--- src/logic/key_rx_pkg.sv ---
`default_nettype none

package key_rx_pkg;

  // width of one I or Q component.
  localparam int sample_width = 16;

  // accumulated power needs the squared width plus room for a long run.
  localparam int pow_width = 2 * sample_width + 10;

  // one complex baseband sample with i in the upper word.
  typedef struct packed {
    logic [sample_width-1:0] i;
    logic [sample_width-1:0] q;
  } sample_t;

  typedef logic [pow_width-1:0] pow_t;

  // report from the energy detector to the capture controller.
  typedef struct packed {
    logic       peak;           // one cycle strobe when the run reaches the trigger length.
    logic [15:0] nrx_after_peak; // samples in the run so far, trigger included.
    pow_t       pow;            // power summed over the run.
  } det_event_t;

  // capture controller states.
  typedef enum logic [1:0] {
    st_init,
    st_write,
    st_read,
    st_wait
  } ctrl_state_e;

endpackage

`default_nettype wire

--- src/logic/capture_ctrl.sv ---
`timescale 1ns/1ps
`default_nettype none

module capture_ctrl #(
  parameter int NFFT       = 512,
  parameter int NCP        = 128,
  parameter int ADDR_WIDTH = 10
) (
  input  wire logic                   clk,
  input  wire logic                   reset,
  input  wire logic                   clear,
  input  wire logic                   in_tvalid,
  input  wire logic                   in_tready,
  input  wire key_rx_pkg::sample_t    in_tdata,
  input  wire key_rx_pkg::det_event_t det_event,
  input  wire key_rx_pkg::sample_t    read_data,
  input  wire logic                   out_tready,
  output logic                        detect_enable,
  output logic                        write_enable,
  output logic [ADDR_WIDTH-1:0]       write_addr,
  output key_rx_pkg::sample_t         write_data,
  output logic                        read_enable,
  output logic [ADDR_WIDTH-1:0]       read_addr,
  output logic                        out_tvalid,
  output logic                        out_tlast,
  output key_rx_pkg::sample_t         out_tdata,
  output key_rx_pkg::pow_t            key_pow
);

  localparam int cnt_width  = $clog2(NFFT + 1);
  localparam int idle_len   = NFFT + NCP;
  localparam int idle_width = $clog2(idle_len + 1);

  key_rx_pkg::ctrl_state_e state;
  key_rx_pkg::sample_t skid_data;
  logic [ADDR_WIDTH-1:0] wr_ptr;
  logic [ADDR_WIDTH-1:0] rd_ptr;
  logic [ADDR_WIDTH-1:0] key_start;
  logic [cnt_width-1:0] rd_count;
  logic [cnt_width-1:0] tx_count;
  logic [idle_width-1:0] idle_count;
  logic [1:0] in_flight;
  logic accepted;
  logic start;
  logic more_reads;
  logic rd_pend;
  logic skid_valid;
  logic xfer;
  logic out_free;
  logic load_from_skid;
  logic load_from_mem;
  logic load_skid;

  assign accepted      = in_tvalid && in_tready;
  assign detect_enable = state == key_rx_pkg::st_write;
  assign write_enable  = detect_enable && accepted;
  assign write_addr    = wr_ptr;
  assign write_data    = in_tdata;

  // wr_ptr is one past the trigger sample here, so stepping back the run length
  // lands on the first run sample, and NFFT more gives the key start.
  assign start     = detect_enable && det_event.peak;
  assign key_start = wr_ptr - ADDR_WIDTH'(det_event.nrx_after_peak) - ADDR_WIDTH'(NFFT);

  assign xfer     = out_tvalid && out_tready;
  assign out_free = !out_tvalid || xfer;

  // words held after this edge, counting the one now leaving the buffer.
  assign in_flight = {1'b0, out_tvalid} + {1'b0, skid_valid} + {1'b0, rd_pend} - {1'b0, xfer};

  assign more_reads  = state == key_rx_pkg::st_read && rd_count != NFFT;
  assign read_enable = start || (more_reads && in_flight <= 2'd1);
  assign read_addr   = start ? key_start : rd_ptr;

  assign load_from_skid = out_free && skid_valid;
  assign load_from_mem  = out_free && !skid_valid && rd_pend;
  assign load_skid      = rd_pend && (out_free ? skid_valid : !skid_valid);

  assign out_tlast = out_tvalid && tx_count == NFFT - 1;

  always_ff @(posedge clk) begin
    if (reset || clear) begin
      state      <= key_rx_pkg::st_init;
      out_tvalid <= 1'b0;
      skid_valid <= 1'b0;
      rd_pend    <= 1'b0;
      rd_count   <= '0;
      tx_count   <= '0;
      idle_count <= '0;
      if (reset) begin
        wr_ptr <= '0; // buffer contents survive a clear, so the pointer does too.
        rd_ptr <= '0;
      end
    end else begin
      rd_pend <= read_enable;
      if (out_free) begin
        out_tvalid <= skid_valid || rd_pend;
        skid_valid <= skid_valid && rd_pend;
      end else begin
        skid_valid <= skid_valid || rd_pend;
      end
      if (write_enable) begin
        wr_ptr <= wr_ptr + 1'b1;
      end
      if (xfer) begin
        tx_count <= out_tlast ? '0 : tx_count + 1'b1;
      end

      case (state)
        key_rx_pkg::st_init: begin
          idle_count <= '0;
          state      <= key_rx_pkg::st_write;
        end
        key_rx_pkg::st_write: begin
          if (start) begin
            rd_ptr   <= key_start + 1'b1;
            rd_count <= cnt_width'(1);
            state    <= key_rx_pkg::st_read;
          end
        end
        key_rx_pkg::st_read: begin
          if (read_enable) begin
            rd_ptr   <= rd_ptr + 1'b1;
            rd_count <= rd_count + 1'b1;
          end
          if (xfer && out_tlast) begin
            state <= key_rx_pkg::st_wait;
          end
        end
        key_rx_pkg::st_wait: begin
          if (accepted) begin // only samples seen in this state count.
            if (idle_count == idle_len - 1) begin
              state <= key_rx_pkg::st_init;
            end else begin
              idle_count <= idle_count + 1'b1;
            end
          end
        end
        default: state <= key_rx_pkg::st_init;
      endcase
    end
  end

  always_ff @(posedge clk) begin
    if (load_from_skid) begin
      out_tdata <= skid_data;
    end else if (load_from_mem) begin
      out_tdata <= read_data;
    end
    if (load_skid) begin
      skid_data <= read_data;
    end
    if (start) begin
      key_pow <= det_event.pow;
    end
  end

  out_valid_held: assert property (
    @(posedge clk) disable iff (reset)
    out_tvalid && !out_tready && !clear |=> out_tvalid
  ) else $error("out_tvalid dropped without a transfer");

  out_data_held: assert property (
    @(posedge clk) disable iff (reset)
    out_tvalid && !out_tready && !clear |=> $stable(out_tdata)
  ) else $error("out_tdata changed while waiting for out_tready");

endmodule

`default_nettype wire

--- config.mk ---
export PLATFORM = sky130hd
export DESIGN_NAME = capture_ctrl
export DESIGN_NICKNAME = d
export VERILOG_FILES = /design/src/logic/key_rx_pkg.sv /design/src/logic/capture_ctrl.sv
export SDC_FILE = /design/constraint.sdc
export NUM_CORES = 1
export LEC_CHECK = 0
export ABC_CLOCK_PERIOD_IN_PS = 4940
export BUFFER_PORTS_ARGS = -buffer_cell sky130_fd_sc_hd__buf_2
export CAP_MARGIN = 30
export CORE_AREA = 2 2 162 164
export CTS_CLUSTER_SIZE = 12
export DETAILED_ROUTE_END_ITERATION = 6
export DIE_AREA = 0 0 164 166
export GPL_TIMING_DRIVEN = 0
export PLACE_DENSITY_LB_ADDON = 0.1
export SLEW_MARGIN = 0
export SYNTH_ARGS = -nofsm -noshare
export SYNTH_HDL_FRONTEND = slang
export SYNTH_SLANG_ARGS = --single-unit
--- constraint.sdc ---
create_clock -name clk -period 4.94 [get_ports clk]
set_input_delay 0.247 -clock clk [delete_from_list [all_inputs] [get_ports clk]]
set_output_delay 0.247 -clock clk [all_outputs]
set_load 0.05 [all_outputs]
; ---- After elaboration in Yosys (flattened, before gate mapping)
; Cells that the tools add are included.
[word_totals]
register_bits = 161
in_bits = 129
output_inout_bits = 131
wordCells = 95
[classes]
reduce_logical = 30
n_eq_ne = 15
muxes = 24
n_addsub = 11
magnitude_cmp = 1
[ops]
columns = cell, n
row1 = 10-bit 2-to-1 mux, 12
row2 = 32-bit 2-to-1 mux, 2
row3 = "10-bit by 1-bit adder with 10-bit output, second input constant", 6
row4 = 10-bit case mux with 2 select lines, 3
row5 = 1-bit logical AND, 13
row6 = "10-bit == test, second input constant", 1
row7 = "10-bit by 9-bit == test with 1-bit output, second input constant", 1
row8 = "10-bit != test, second input constant", 1
row9 = "2-bit != test, second input constant", 5
row10 = 10-bit subtractor, 1
row11 = "10-bit subtractor, second input constant", 1
row12 = 2-bit 2-to-1 mux, 4
row13 = 2-bit case mux with 4 select lines, 1
row14 = 4-bit AND reduction, 2
row15 = 2-bit nonzero test, 4
row16 = 3-bit AND reduction, 2
row17 = "2-bit == test, second input constant", 2
row18 = 1-bit logical OR, 4
row19 = "2-bit by 1-bit != test with 1-bit output, second input constant", 2
row20 = "3-bit by 1-bit != test with 1-bit output, second input constant", 1
row21 = "3-bit by 2-bit != test with 1-bit output, second input constant", 1
row22 = 3-bit nonzero test, 1
row23 = 1-bit by 1-bit adder with 2-bit output, 1
row24 = 2-bit by 1-bit adder with 2-bit output, 1
row25 = other kinds (7), 9

; ---- Longest topological paths before layout
; Gate-level depths: netlist of run 1.
[depth]
depth_word = 9
mapped_depth = 12

; ---- Least setup slack after synthesis of run 1
; No wires, ideal clock.
[synth_path]
path_kind = register to output
start = reg wr_ptr[1] (netlist: write_addr[1])
end = out read_addr[9]
path_stages_with_launch = 9
slack_ns = 1.208
required_time_ns = 4.693
arrival_ns = 3.485
cell_sequence = edfxtp_1 > ha_1 > ha_1 > fa_1 > a211oi_2 > o21a_2 > o21ai_0 > xor2_1 > o21ai_0
[synth_between]
elab_chain_cells = 3
[synth_lines]
columns = element, line
row1 = from (decl), capture_ctrl.sv:36  ; logic [ADDR_WIDTH-1:0] wr_ptr;
row2 = from (signal assigned), capture_ctrl.sv:103  ; wr_ptr <= wr_ptr + 1'b1;
row3 = 10-bit subtractor (2 in series), capture_ctrl.sv:63  ; assign key_start = wr_ptr - ADDR_WIDTH'(det_event.nrx_after_peak) - ADDR_WIDTH'(NFFT);
row4 = 10-bit 2-to-1 mux, capture_ctrl.sv:73  ; assign read_addr = start ? key_start : rd_ptr;
row5 = to (decl), capture_ctrl.sv:23  ; output logic [ADDR_WIDTH-1:0] read_addr,
; Every way passes these cells.

; ---- Worst setup path in the final report of run 1
; Ends and elaborated chain as after synthesis.

==> flow_metrics.tcl, run 1 <==
set metrics [dict create \
    antenna_found_initial 0 \
    syn_nets 758 \
    multi_input_area_um2 2610 \
    r2r_slack_ns 1.67 \
    setup_violations 0 \
    hold_path.class "in2reg" \
    rr_endpoint "rd_ptr[9]" \
    synthMostInstantiatedCell "edfxtp_1" \
    holdPathEnd "skid_data[24]" \
    criticalPathCategory "reg2out" \
    synth.top_cell.area_share 0.504 \
    gp_congestion 0.755 \
    dieArea_um2 27200 \
    seq_area_um2 4480 \
    synth_edf_count 126 \
    num_vias 5568 \
    synth-xor-area-share 0.0380 \
    synth.cell_area_um2 7510 \
    holdWs_ns 0.0230 \
    drv_slew 0 \
    start_kind "register" \
    area_growth_pct 38.2 \
    r2r_start "state[1]" \
    synthMuxAreaShare 0.0636 \
    synth.area.top_cells "edfxtp_1 50%, dfxtp_1 9.3%, mux2_2 5.7%, ha_1 5.3%, buf_4 3.2%" \
    die_height_um 166 \
    seq_area_frac_synth 0.597 \
    htreeDepth 4 \
    rsz0062_at_grt "no" \
    relSlewSlack 0.450 \
    nets 1069 \
    firstDrtPassIters 4 \
    yosys_warnings 0 \
    fp.dieW_um 164 \
    finalHoldViolations 0 \
    grt_use_total 0.130 \
    vdd_drop_max_uv 182 \
    synth_compound_area_frac 0.0713 \
    floorplan.io_pins 260 \
    arrival_ns 3.32 \
    synth_seq_cells 161 \
    wirelength_um 17800 \
    power_density_nw_per_um2 329 \
    worstHoldPathCells 1 \
    dpl.hpwl_um 12800 \
    core_region_area_um2 25600 \
    async_flop_share 0 \
    via_per_inst 4.44 \
    globalRouteOverflowTotal 0 \
    fin_crit_sh 0.722 \
    drtAntennaViolNets 0 \
    yosys.cell_types.count 60 \
    grt_pass1_wl_um 28100 \
    grt_pass1_vias 5534 \
    crit_required_ns 4.69 \
    io_buffers 221 \
    cts-root-buf "clkbuf_16" \
    rows 59 \
    cts_tree "yes" \
    antenna_cells 0 \
    worstHoldStart "read_data[24]" \
    clk_latency_ns 0.42 \
    drive_gt1_frac 0.387 \
    period_minus_slack_ns 3.57 \
    wl_per_cell_um 14.2 \
    cts_sinks 161 \
    syn_area_per_cell_um2 12.6 \
    cts-resized-gates 0 \
    cp_max_fo 5 \
    ys.flop_type "edfxtp_1" \
    initial_utilization 0.293 \
    synth_top_family_by_area "simple AND/OR/NAND/NOR gates" \
    synth_top_cells_by_count "126 x edfxtp_1, 49 x nor2_1, 38 x mux2_2" \
    outcome "finished clean" \
    cap_viol_max_count 0 \
    tns_ns 0 \
    synth_adder_area_share 0.0560 \
    end_kind "output pin" \
    synth_area_leader_cell "edfxtp_1" \
    drt_iter0_markers 258 \
    drc 0 \
    postSynthCellCount 596 \
    finClkSkew_ns 0.00894 \
    n_fill_cell 2448 \
    clk_path_buf_depth 2 \
    yosys.area_share.simple 0.119 \
    rr_worst_depth 7 \
    leakagePower_nw 4.16 \
    tightest_slew_ns 0.824 \
    timing.fmax_mhz 280 \
    clk_pin_slew_ns 0.07 \
    numCtsBuffers 17 \
    grt_max_degree 49 \
]
state kept, by name, summed over array words and instances (netlist names):
name        cells
key_pow        42
out_tdata      32
skid_data      32
idle_count     10
rd_count       10
rd_ptr         10
tx_count       10
write_addr     10
state           2
out_tvalid      1
rd_pend         1
skid_valid      1
critical path, cell delays in order (launching register included):
cell and delay, ns:
edfxtp_1 0.45, ha_1 0.31, ha_1 0.27, fa_1 0.43
a211oi_2 0.35, o21a_2 0.23, o21ai_0 0.11, xor2_1 0.17
o21ai_0 0.24, buf_2 0.32
per-layer routing:
layer | up-vias | routed length (µm) | GRT usage
met5 | - | 0 | 0
met4 | 0 | 190 | 0.0389
met3 | 11 | 1130 | 0.0297
met2 | 210 | 8460 | 0.221
met1 | 2597 | 8010 | 0.163
li1 | 2750 | - | -
placed cells by master, fill, tap and decap left out, types with 6 or more instances in the layout:
cell,n
buf_2,224
mux2_2,38
dfxtp_1,35
nand2b_1,6
a21oi_1,22
clkbuf_1,8
clkbuf_16,17
nand3_1,25
nand4_1,7
nand2_1,37
xnor2_1,14
buf_4,32
edfxtp_1,126
xor2_1,16
dlygate4sd3_1,70
ha_1,32
o21ai_0,23
or3_1,9
nor2_1,49
inv_1,27
power breakdown:
group	switching (W)	internal, W	total (W)
logic	0.000360	0.000207	0.000566
clock network	0.000644	0.000689	0.00133
registers	0.0000175	0.00150	0.00152
total	0.00102	0.00239	0.00341
per-stage QoR:
step | utilization | cell area, µm² | setup WS [ns] | std cells | total power (W)
detailed placement | 0.354 | 9060 | 1.58 | 1153 | 0.00207
floorplan | - | 7510 | 1.21 | 596 | 0.00192
finish | 0.405 | 10400 | 1.37 | 1255 | 0.00341
CTS | 0.405 | 10400 | 1.30 | 1255 | 0.00346
global placement | 0.353 | 9030 | 0.706 | 1152 | 0.00206
global route | 0.405 | 10400 | 1.15 | 1255 | 0.00356
cells by family (layout without fill, tap and decap cells):
family,Yosys count,in the layout
xor+xnor,31,31
flops,161,161
fa+ha+maj,33,33
simple gates,173,173
compound gates,80,80
mux,43,43
buf+inv,75,399
worst max path at each step:
stage                             start      endpoint  slack, ns
after global routing      write_addr[1]  read_addr[9]       1.15
after global placement         state[1]     rd_ptr[6]       0.71
after CTS                 write_addr[1]  read_addr[9]       1.30
after floorplan           write_addr[1]  read_addr[9]       1.21
final                     write_addr[1]  read_addr[9]       1.37
after detailed placement       state[1]     rd_ptr[6]       1.58
cell type report:
class                   count  area share
clock buffers              17      0.0410
plain buffers              46      0.0293
well taps                 335      0.0404
clock inverters            15      0.0180
flip-flops and latches    161       0.432
inverters                  29      0.0106
repair buffers            292       0.177
multi-input cells         360       0.252
repair_timing:
action	in CTS	in global routing
hold buffers	70	0
buffers inserted	0	0
endpoints found under the hold margin	70	0
Power figures use the tool's default switching activity.
==> run 2, diff against run 1 <==
- ABC_CLOCK_PERIOD_IN_PS: 4940 -> 3500
- clock period: 4.94 -> 3.5 ns (I/O delays scaled with it)
==> run 2 against run 1 <==
Compared with the run above: cell count grew 0.32%; non-clock buffer count is 4 higher; global-route usage about the same; die area is the same; register-to-register slack worse by 1.2 ns; utilization is 0.27 points higher; clock skew up 0.010 ns; critical endpoint unchanged; combinational power rose by 43%; critical path depth unchanged; sequential power is 41% higher; highest routed layer unchanged; total power up 44%; sequential share of layout area decreased by 0.28 points.
==> flow_metrics.tcl, run 2 (same netlist as run 1, synthesis figures left out) <==
set metrics [dict create \
    core_region_area_um2 25600 \
    dieArea_um2 27200 \
    clk_latency_ns 0.43 \
    hold_path.class "in2reg" \
    cp_max_fo 5 \
    rows 59 \
    layout_commonest_cell "buf_2" \
    dp_cells 1153 \
    htreeDepth 4 \
    dpl.hpwl_um 13000 \
    tightest_slew_ns 0.817 \
    tns_ns 0 \
    wirelength_um 18000 \
    holdPathEnd "skid_valid" \
    via_per_inst 4.43 \
    die_height_um 166 \
    crit_start "write_addr[1]" \
    worstHoldStart "out_tready" \
    end_kind "output pin" \
    clk_pin_slew_ns 0.07 \
    nets 1073 \
    relSlewSlack 0.455 \
    io_buffers 221 \
    drive_gt1_frac 0.385 \
    worstHoldPathCells 4 \
    num_vias 5583 \
    finalHoldViolations 0 \
    drtAntennaViolNets 0 \
    outcome "finished clean" \
    floorplan.io_pins 260 \
    timing.fmax_mhz 301 \
    gp_congestion 0.758 \
    final_area_um2 10400 \
    layoutNonFillerInstCount 1259 \
    criticalPathCategory "reg2out" \
    globalRouteOverflowTotal 0 \
    utilization 0.408 \
    grt_use_total 0.130 \
    area_growth_pct 39.1 \
    drc 0 \
    finClkSkew_ns 0.0194 \
    grt_max_degree 49 \
    numCtsBuffers 17 \
    wl_per_cell_um 14.3 \
    initial_utilization 0.293 \
    leakagePower_nw 4.19 \
    start_kind "register" \
    grt_pass1_wl_um 28200 \
    fp.dieW_um 164 \
    largest_reg_flops 42 \
    regMostFlops "key_pow" \
    rr_worst_depth 10 \
    layout_common_cells "223 x buf_2, 126 x edfxtp_1, 74 x dlygate4sd3_1" \
    cts-root-buf "clkbuf_16" \
    power_density_nw_per_um2 469 \
    dpl_cell_area_um2 9060 \
    vdd_drop_max_uv 252 \
    fin_crit_sh 0.948 \
    cts_tree "yes" \
    grt_pass1_vias 5599 \
    rr_endpoint "rd_ptr[1]" \
    period_minus_slack_ns 3.32 \
    antenna_cells 0 \
    drv_slew 0 \
    r2r_slack_ns 0.49 \
    clk_path_buf_depth 2 \
    rsz0062_at_grt "no" \
    r2r_start "out_tvalid" \
    cap_viol_max_count 0 \
    drt_iter0_markers 251 \
    arrival_ns 3.14 \
    antenna_found_initial 0 \
    cts_sinks 161 \
    firstDrtPassIters 4 \
    setup_violations 0 \
    top_regs "key_pow: 42 flops, out_tdata: 32 flops, skid_data: 32 flops" \
    crit_required_ns 3.32 \
]
[run 2: cell types whose count changed in the layout (fill, tap and decap cells not counted), sizes merged]
| cell | change |
|---|---|
| dlygate4sd3 | +4 |
| clkinv | -3 |
| inv | +3 |
| buf | -1 |
| bufinv | +1 |
| clkbuf | +1 |
| clkinvlp | -1 |
[run 2: area by class of cell]
class,count,area [µm²]
fill,2456,15200
sequential,161,4480
multi-input combinational,360,2620
timing repair buffer,296,1880
clock buffer,17,425
tap,335,419
buffer,46,304
clock inverter,15,204
inverter,29,111
[run 2: worst max path at each step]
stage / endpoint / slack [ns] / cells after the start
final: read_addr[9] / 0.18 / 9
after global routing: read_addr[9] / 0.02 / 9
after CTS: read_enable / 0.06 / 7
after detailed placement: rd_ptr[6] / 0.15 / 7
after global placement: rd_ptr[6] / -0.72 / 7
after floorplan: read_addr[7] / 0.02 / 7
[run 2: critical path, cell delays in order, from the launching register on]
cell	delay, ns
edfxtp_1	0.46
ha_1	0.32
ha_1	0.27
fa_1	0.45
a211oi_4	0.30
o21a_2	0.21
o21ai_0	0.10
xor2_1	0.17
o21ai_1	0.16
clkbuf_4	0.27
[run 2: power breakdown]
part           total, W  leakage, nW  internal, W  switching, W
combinational  0.000808         2.44     0.000297      0.000511
sequential      0.00214         1.45      0.00211     0.0000252
clock           0.00196        0.304      0.00105      0.000907
[run 2: repair_timing]
| action | in CTS | in global routing |
|---|---|---|
| hold endpoints to repair | 74 | 0 |
| endpoints found under the setup margin | 0 | 12 |
| gates resized for setup | 0 | 3 |
| setup buffers | 0 | 0 |
| hold buffers | 74 | 0 |
[run 2: stage by stage]
step	total power [W]	hold slack, ns	worst slack [ns]
4_1_cts	0.00497	0.0494	0.0595
3_5_place_dp	0.00292	0.353	0.153
3_3_place_gp	0.00291	0.353	-0.716
6_report	0.00490	0.0759	0.182
2_1_floorplan	0.00272	0.274	0.0200
5_1_grt	0.00511	0.0838	0.0189
[run 2: metal layers]
| layer | GRT usage | part of all wire |
|---|---|---|
| met4 | 0.0374 | 0.010 |
| met2 | 0.222 | 0.48 |
| met5 | 0 | 0 |
| met3 | 0.0282 | 0.055 |
| met1 | 0.164 | 0.45 |
==> run 3, diff against run 2 <==
- ABC_AREA: default -> 1
- CORE_AREA: 2 2 162 164 -> 2 2 166 168
- CTS_CLUSTER_SIZE: 12 -> default
- DIE_AREA: 0 0 164 166 -> 0 0 168 170
==> run 3 against run 2 <==
Compared with the run above: combinational power is 22% higher; maximum frequency is 12% higher; worst hold slack worse by 0.0028 ns; largest power group unchanged.
==> flow_metrics.tcl, run 3 <==
set metrics [dict create \
    synth.top_cell.area_share 0.476 \
    synth-xor-area-share 0.0176 \
    dpl.hpwl_um 14400 \
    yosys.cell_types.count 43 \
    clk_path_buf_depth 2 \
    io_buffers 221 \
    top_layer_used "met4" \
    grt_max_degree 33 \
    finClkSkew_ns 0.0173 \
    antenna_cells 0 \
    antenna_found_initial 0 \
    drv_slew 0 \
    dp_cells 1390 \
    floorplan.io_pins 260 \
    p_int_w 0.00347 \
    gp_congestion 0.786 \
    cts_sinks 161 \
    top_regs "key_pow: 42 flops, out_tdata: 32 flops, skid_data: 32 flops" \
    clk_pin_slew_ns 0.07 \
    wl_met1_um 9710 \
    path_cells "ha_1, ha_1, fa_1, nand3_1, nand3_1, nand2_1, nand2_1, nand2_1, nand3_1, nand2_1, buf_2" \
    synthMostInstantiatedCell "nand2_1" \
    globalRouteOverflowTotal 0 \
    area_growth_pct 36.9 \
    crit_buf_inv 1 \
    yosys_warnings 0 \
    timing.fmax_mhz 336 \
    drc 0 \
    synth_seq_cells 161 \
    grt_pass1_vias 6224 \
    crit_top_cell "nand2_1" \
    crit_required_ns 3.32 \
    initial_utilization 0.298 \
    rows 60 \
    crit_slowest_cell "fa_1" \
    fin_crit_sh 0.849 \
    nets 1304 \
    cts_tree "yes" \
    p_switching_w 0.00159 \
    clock_power_share 0.377 \
    synth_area_leader_cell "edfxtp_1" \
    period_minus_slack_ns 2.97 \
    drt_iter0_markers 250 \
    firstDrtPassIters 4 \
    tns_ns 0 \
    slowest_delay_ns 0.45 \
    arrival_ns 2.80 \
    rsz0062_at_grt "no" \
    outcome "finished clean" \
    n_fill_cell 2682 \
    synth.cell_area_um2 7950 \
    fp.dieW_um 168 \
    syn_area_per_cell_um2 9.64 \
    tightest_slew_ns 0.793 \
    finalHoldViolations 0 \
    wirelength_um 19900 \
    yosys.area_share.simple 0.228 \
    clk_latency_ns 0.43 \
    htreeDepth 4 \
    layoutNonFillerInstCount 1496 \
    synth_adder_area_share 0.0529 \
    largest_reg_flops 42 \
    dr_wl_met2_um 8830 \
    postSynthCellCount 825 \
    synthMuxAreaShare 0 \
    syn_nets 987 \
    drtAntennaViolNets 0 \
    dieArea_um2 28600 \
    grt_use_total 0.141 \
    synth_top_family_by_area "simple AND/OR/NAND/NOR gates" \
    regMostFlops "key_pow" \
    numCtsBuffers 17 \
    synth_compound_area_frac 0.0530 \
    sequentialPowerShare 0.428 \
    grt_pass1_wl_um 31800 \
    cap_viol_max_count 0 \
    layout_common_cells "233 x nand2_1, 223 x buf_2, 126 x edfxtp_1" \
    seq_area_frac_synth 0.564 \
    wl_per_cell_um 13.3 \
    layout_commonest_cell "nand2_1" \
    die_height_um 170 \
    vdd_drop_max_uv 258 \
    end_kind "output pin" \
    cts-resized-gates 0 \
    setup_violations 0 \
    setup_ws_ns 0.528 \
    utilization 0.408 \
    ys.flop_type "edfxtp_1" \
    cts-root-buf "clkbuf_16" \
    num_vias 6432 \
    wl_met3_um 1120 \
    synth_edf_count 126 \
    sw_frac_of_total 0.314 \
    start_kind "register" \
    comb_power_share 0.195 \
    post-place-ws_ns 0.739 \
    drive_gt1_frac 0.299 \
    synth_top_cells_by_count "234 x nand2_1, 126 x edfxtp_1, 77 x inv_1" \
    power_density_nw_per_um2 465 \
    async_flop_share 0 \
    cp_max_fo 4 \
    cp_top_family "adder cells" \
    leakagePower_nw 4.71 \
    relSlewSlack 0.469 \
    hold_path.class "in2reg" \
    holdWs_ns 0.0731 \
    synth.area.top_cells "edfxtp_1 48%, nand2_1 11%, dfxtp_1 8.8%, ha_1 5.0%, inv_1 3.6%" \
    core_region_area_um2 26700 \
    criticalPathCategory "reg2out" \
    via_per_inst 4.30 \
]
run 3: per-stage QoR:
step	power, W	cell area [µm²]
finish	0.00506	10900
floorplan	0.00288	7950
global placement	0.00313	9480
global route	0.00529	10900
CTS	0.00513	10900
detailed placement	0.00313	9550
run 3: cell type report:
cell class / instances / area, µm² / share of cell area
sequential: 161 / 4480 / 0.412
multi-input combinational: 528 / 2800 / 0.258
timing repair buffer: 298 / 1900 / 0.175
tap: 341 / 427 / 0.0392
clock buffer: 17 / 425 / 0.0391
buffer: 52 / 353 / 0.0324
inverter: 84 / 318 / 0.0292
clock inverter: 15 / 169 / 0.0155
run 3: routing by layer:
metal / GRT usage / vias to the layer above
li1: - / 3328
met4: 0.0435 / 0
met3: 0.0272 / 18
met5: 0 / -
met1: 0.194 / 2885
met2: 0.224 / 201
run 3: cell families (layout without fill, tap and decap cells):
kind of cell / after synthesis / after routing
AO/OA/AOI/OAI: 72 / 72
buffers and inverters: 136 / 466
flip-flops: 161 / 161
XOR/XNOR: 16 / 16
adder cells (fa/ha/maj): 33 / 33
AND/OR/NAND/NOR: 407 / 407
run 3: repair_timing:
| action | CTS | global route |
|---|---|---|
| setup buffers | 0 | 0 |
| hold endpoints to repair | 74 | 0 |
| hold buffers | 74 | 0 |
run 3: worst min-delay path: stages:
cell and delay [ns]:
buf_2 0.09, nand2_2 0.07, nand2_1 0.06, a21oi_1 0.05
run 3: power by group through the flow:
| stage | logic [W] | registers, W | clock network (W) |
|---|---|---|---|
| detailed placement | 0.000927 | 0.00221 | 0 |
| CTS | 0.000997 | 0.00216 | 0.00196 |
| global placement | 0.000918 | 0.00221 | 0 |
| finish | 0.000985 | 0.00216 | 0.00191 |
| global route | 0.00108 | 0.00217 | 0.00204 |
| floorplan | 0.000552 | 0.00233 | 0 |
run 3: path summary, 6_finish.rpt:
| check | cells past startpoint | slack [ns] | end | from |
|---|---|---|---|---|
| worst max-delay path | 11 | 0.53 | read_addr[9] | write_addr[1] |
| worst min register to register | 2 | 0.50 | rd_count[9] | rd_count[9] |
| worst max register to register | 12 | 0.80 | rd_ptr[9] | write_addr[1] |
| worst min-delay path | 4 | 0.07 | tx_count[1] | out_tready |
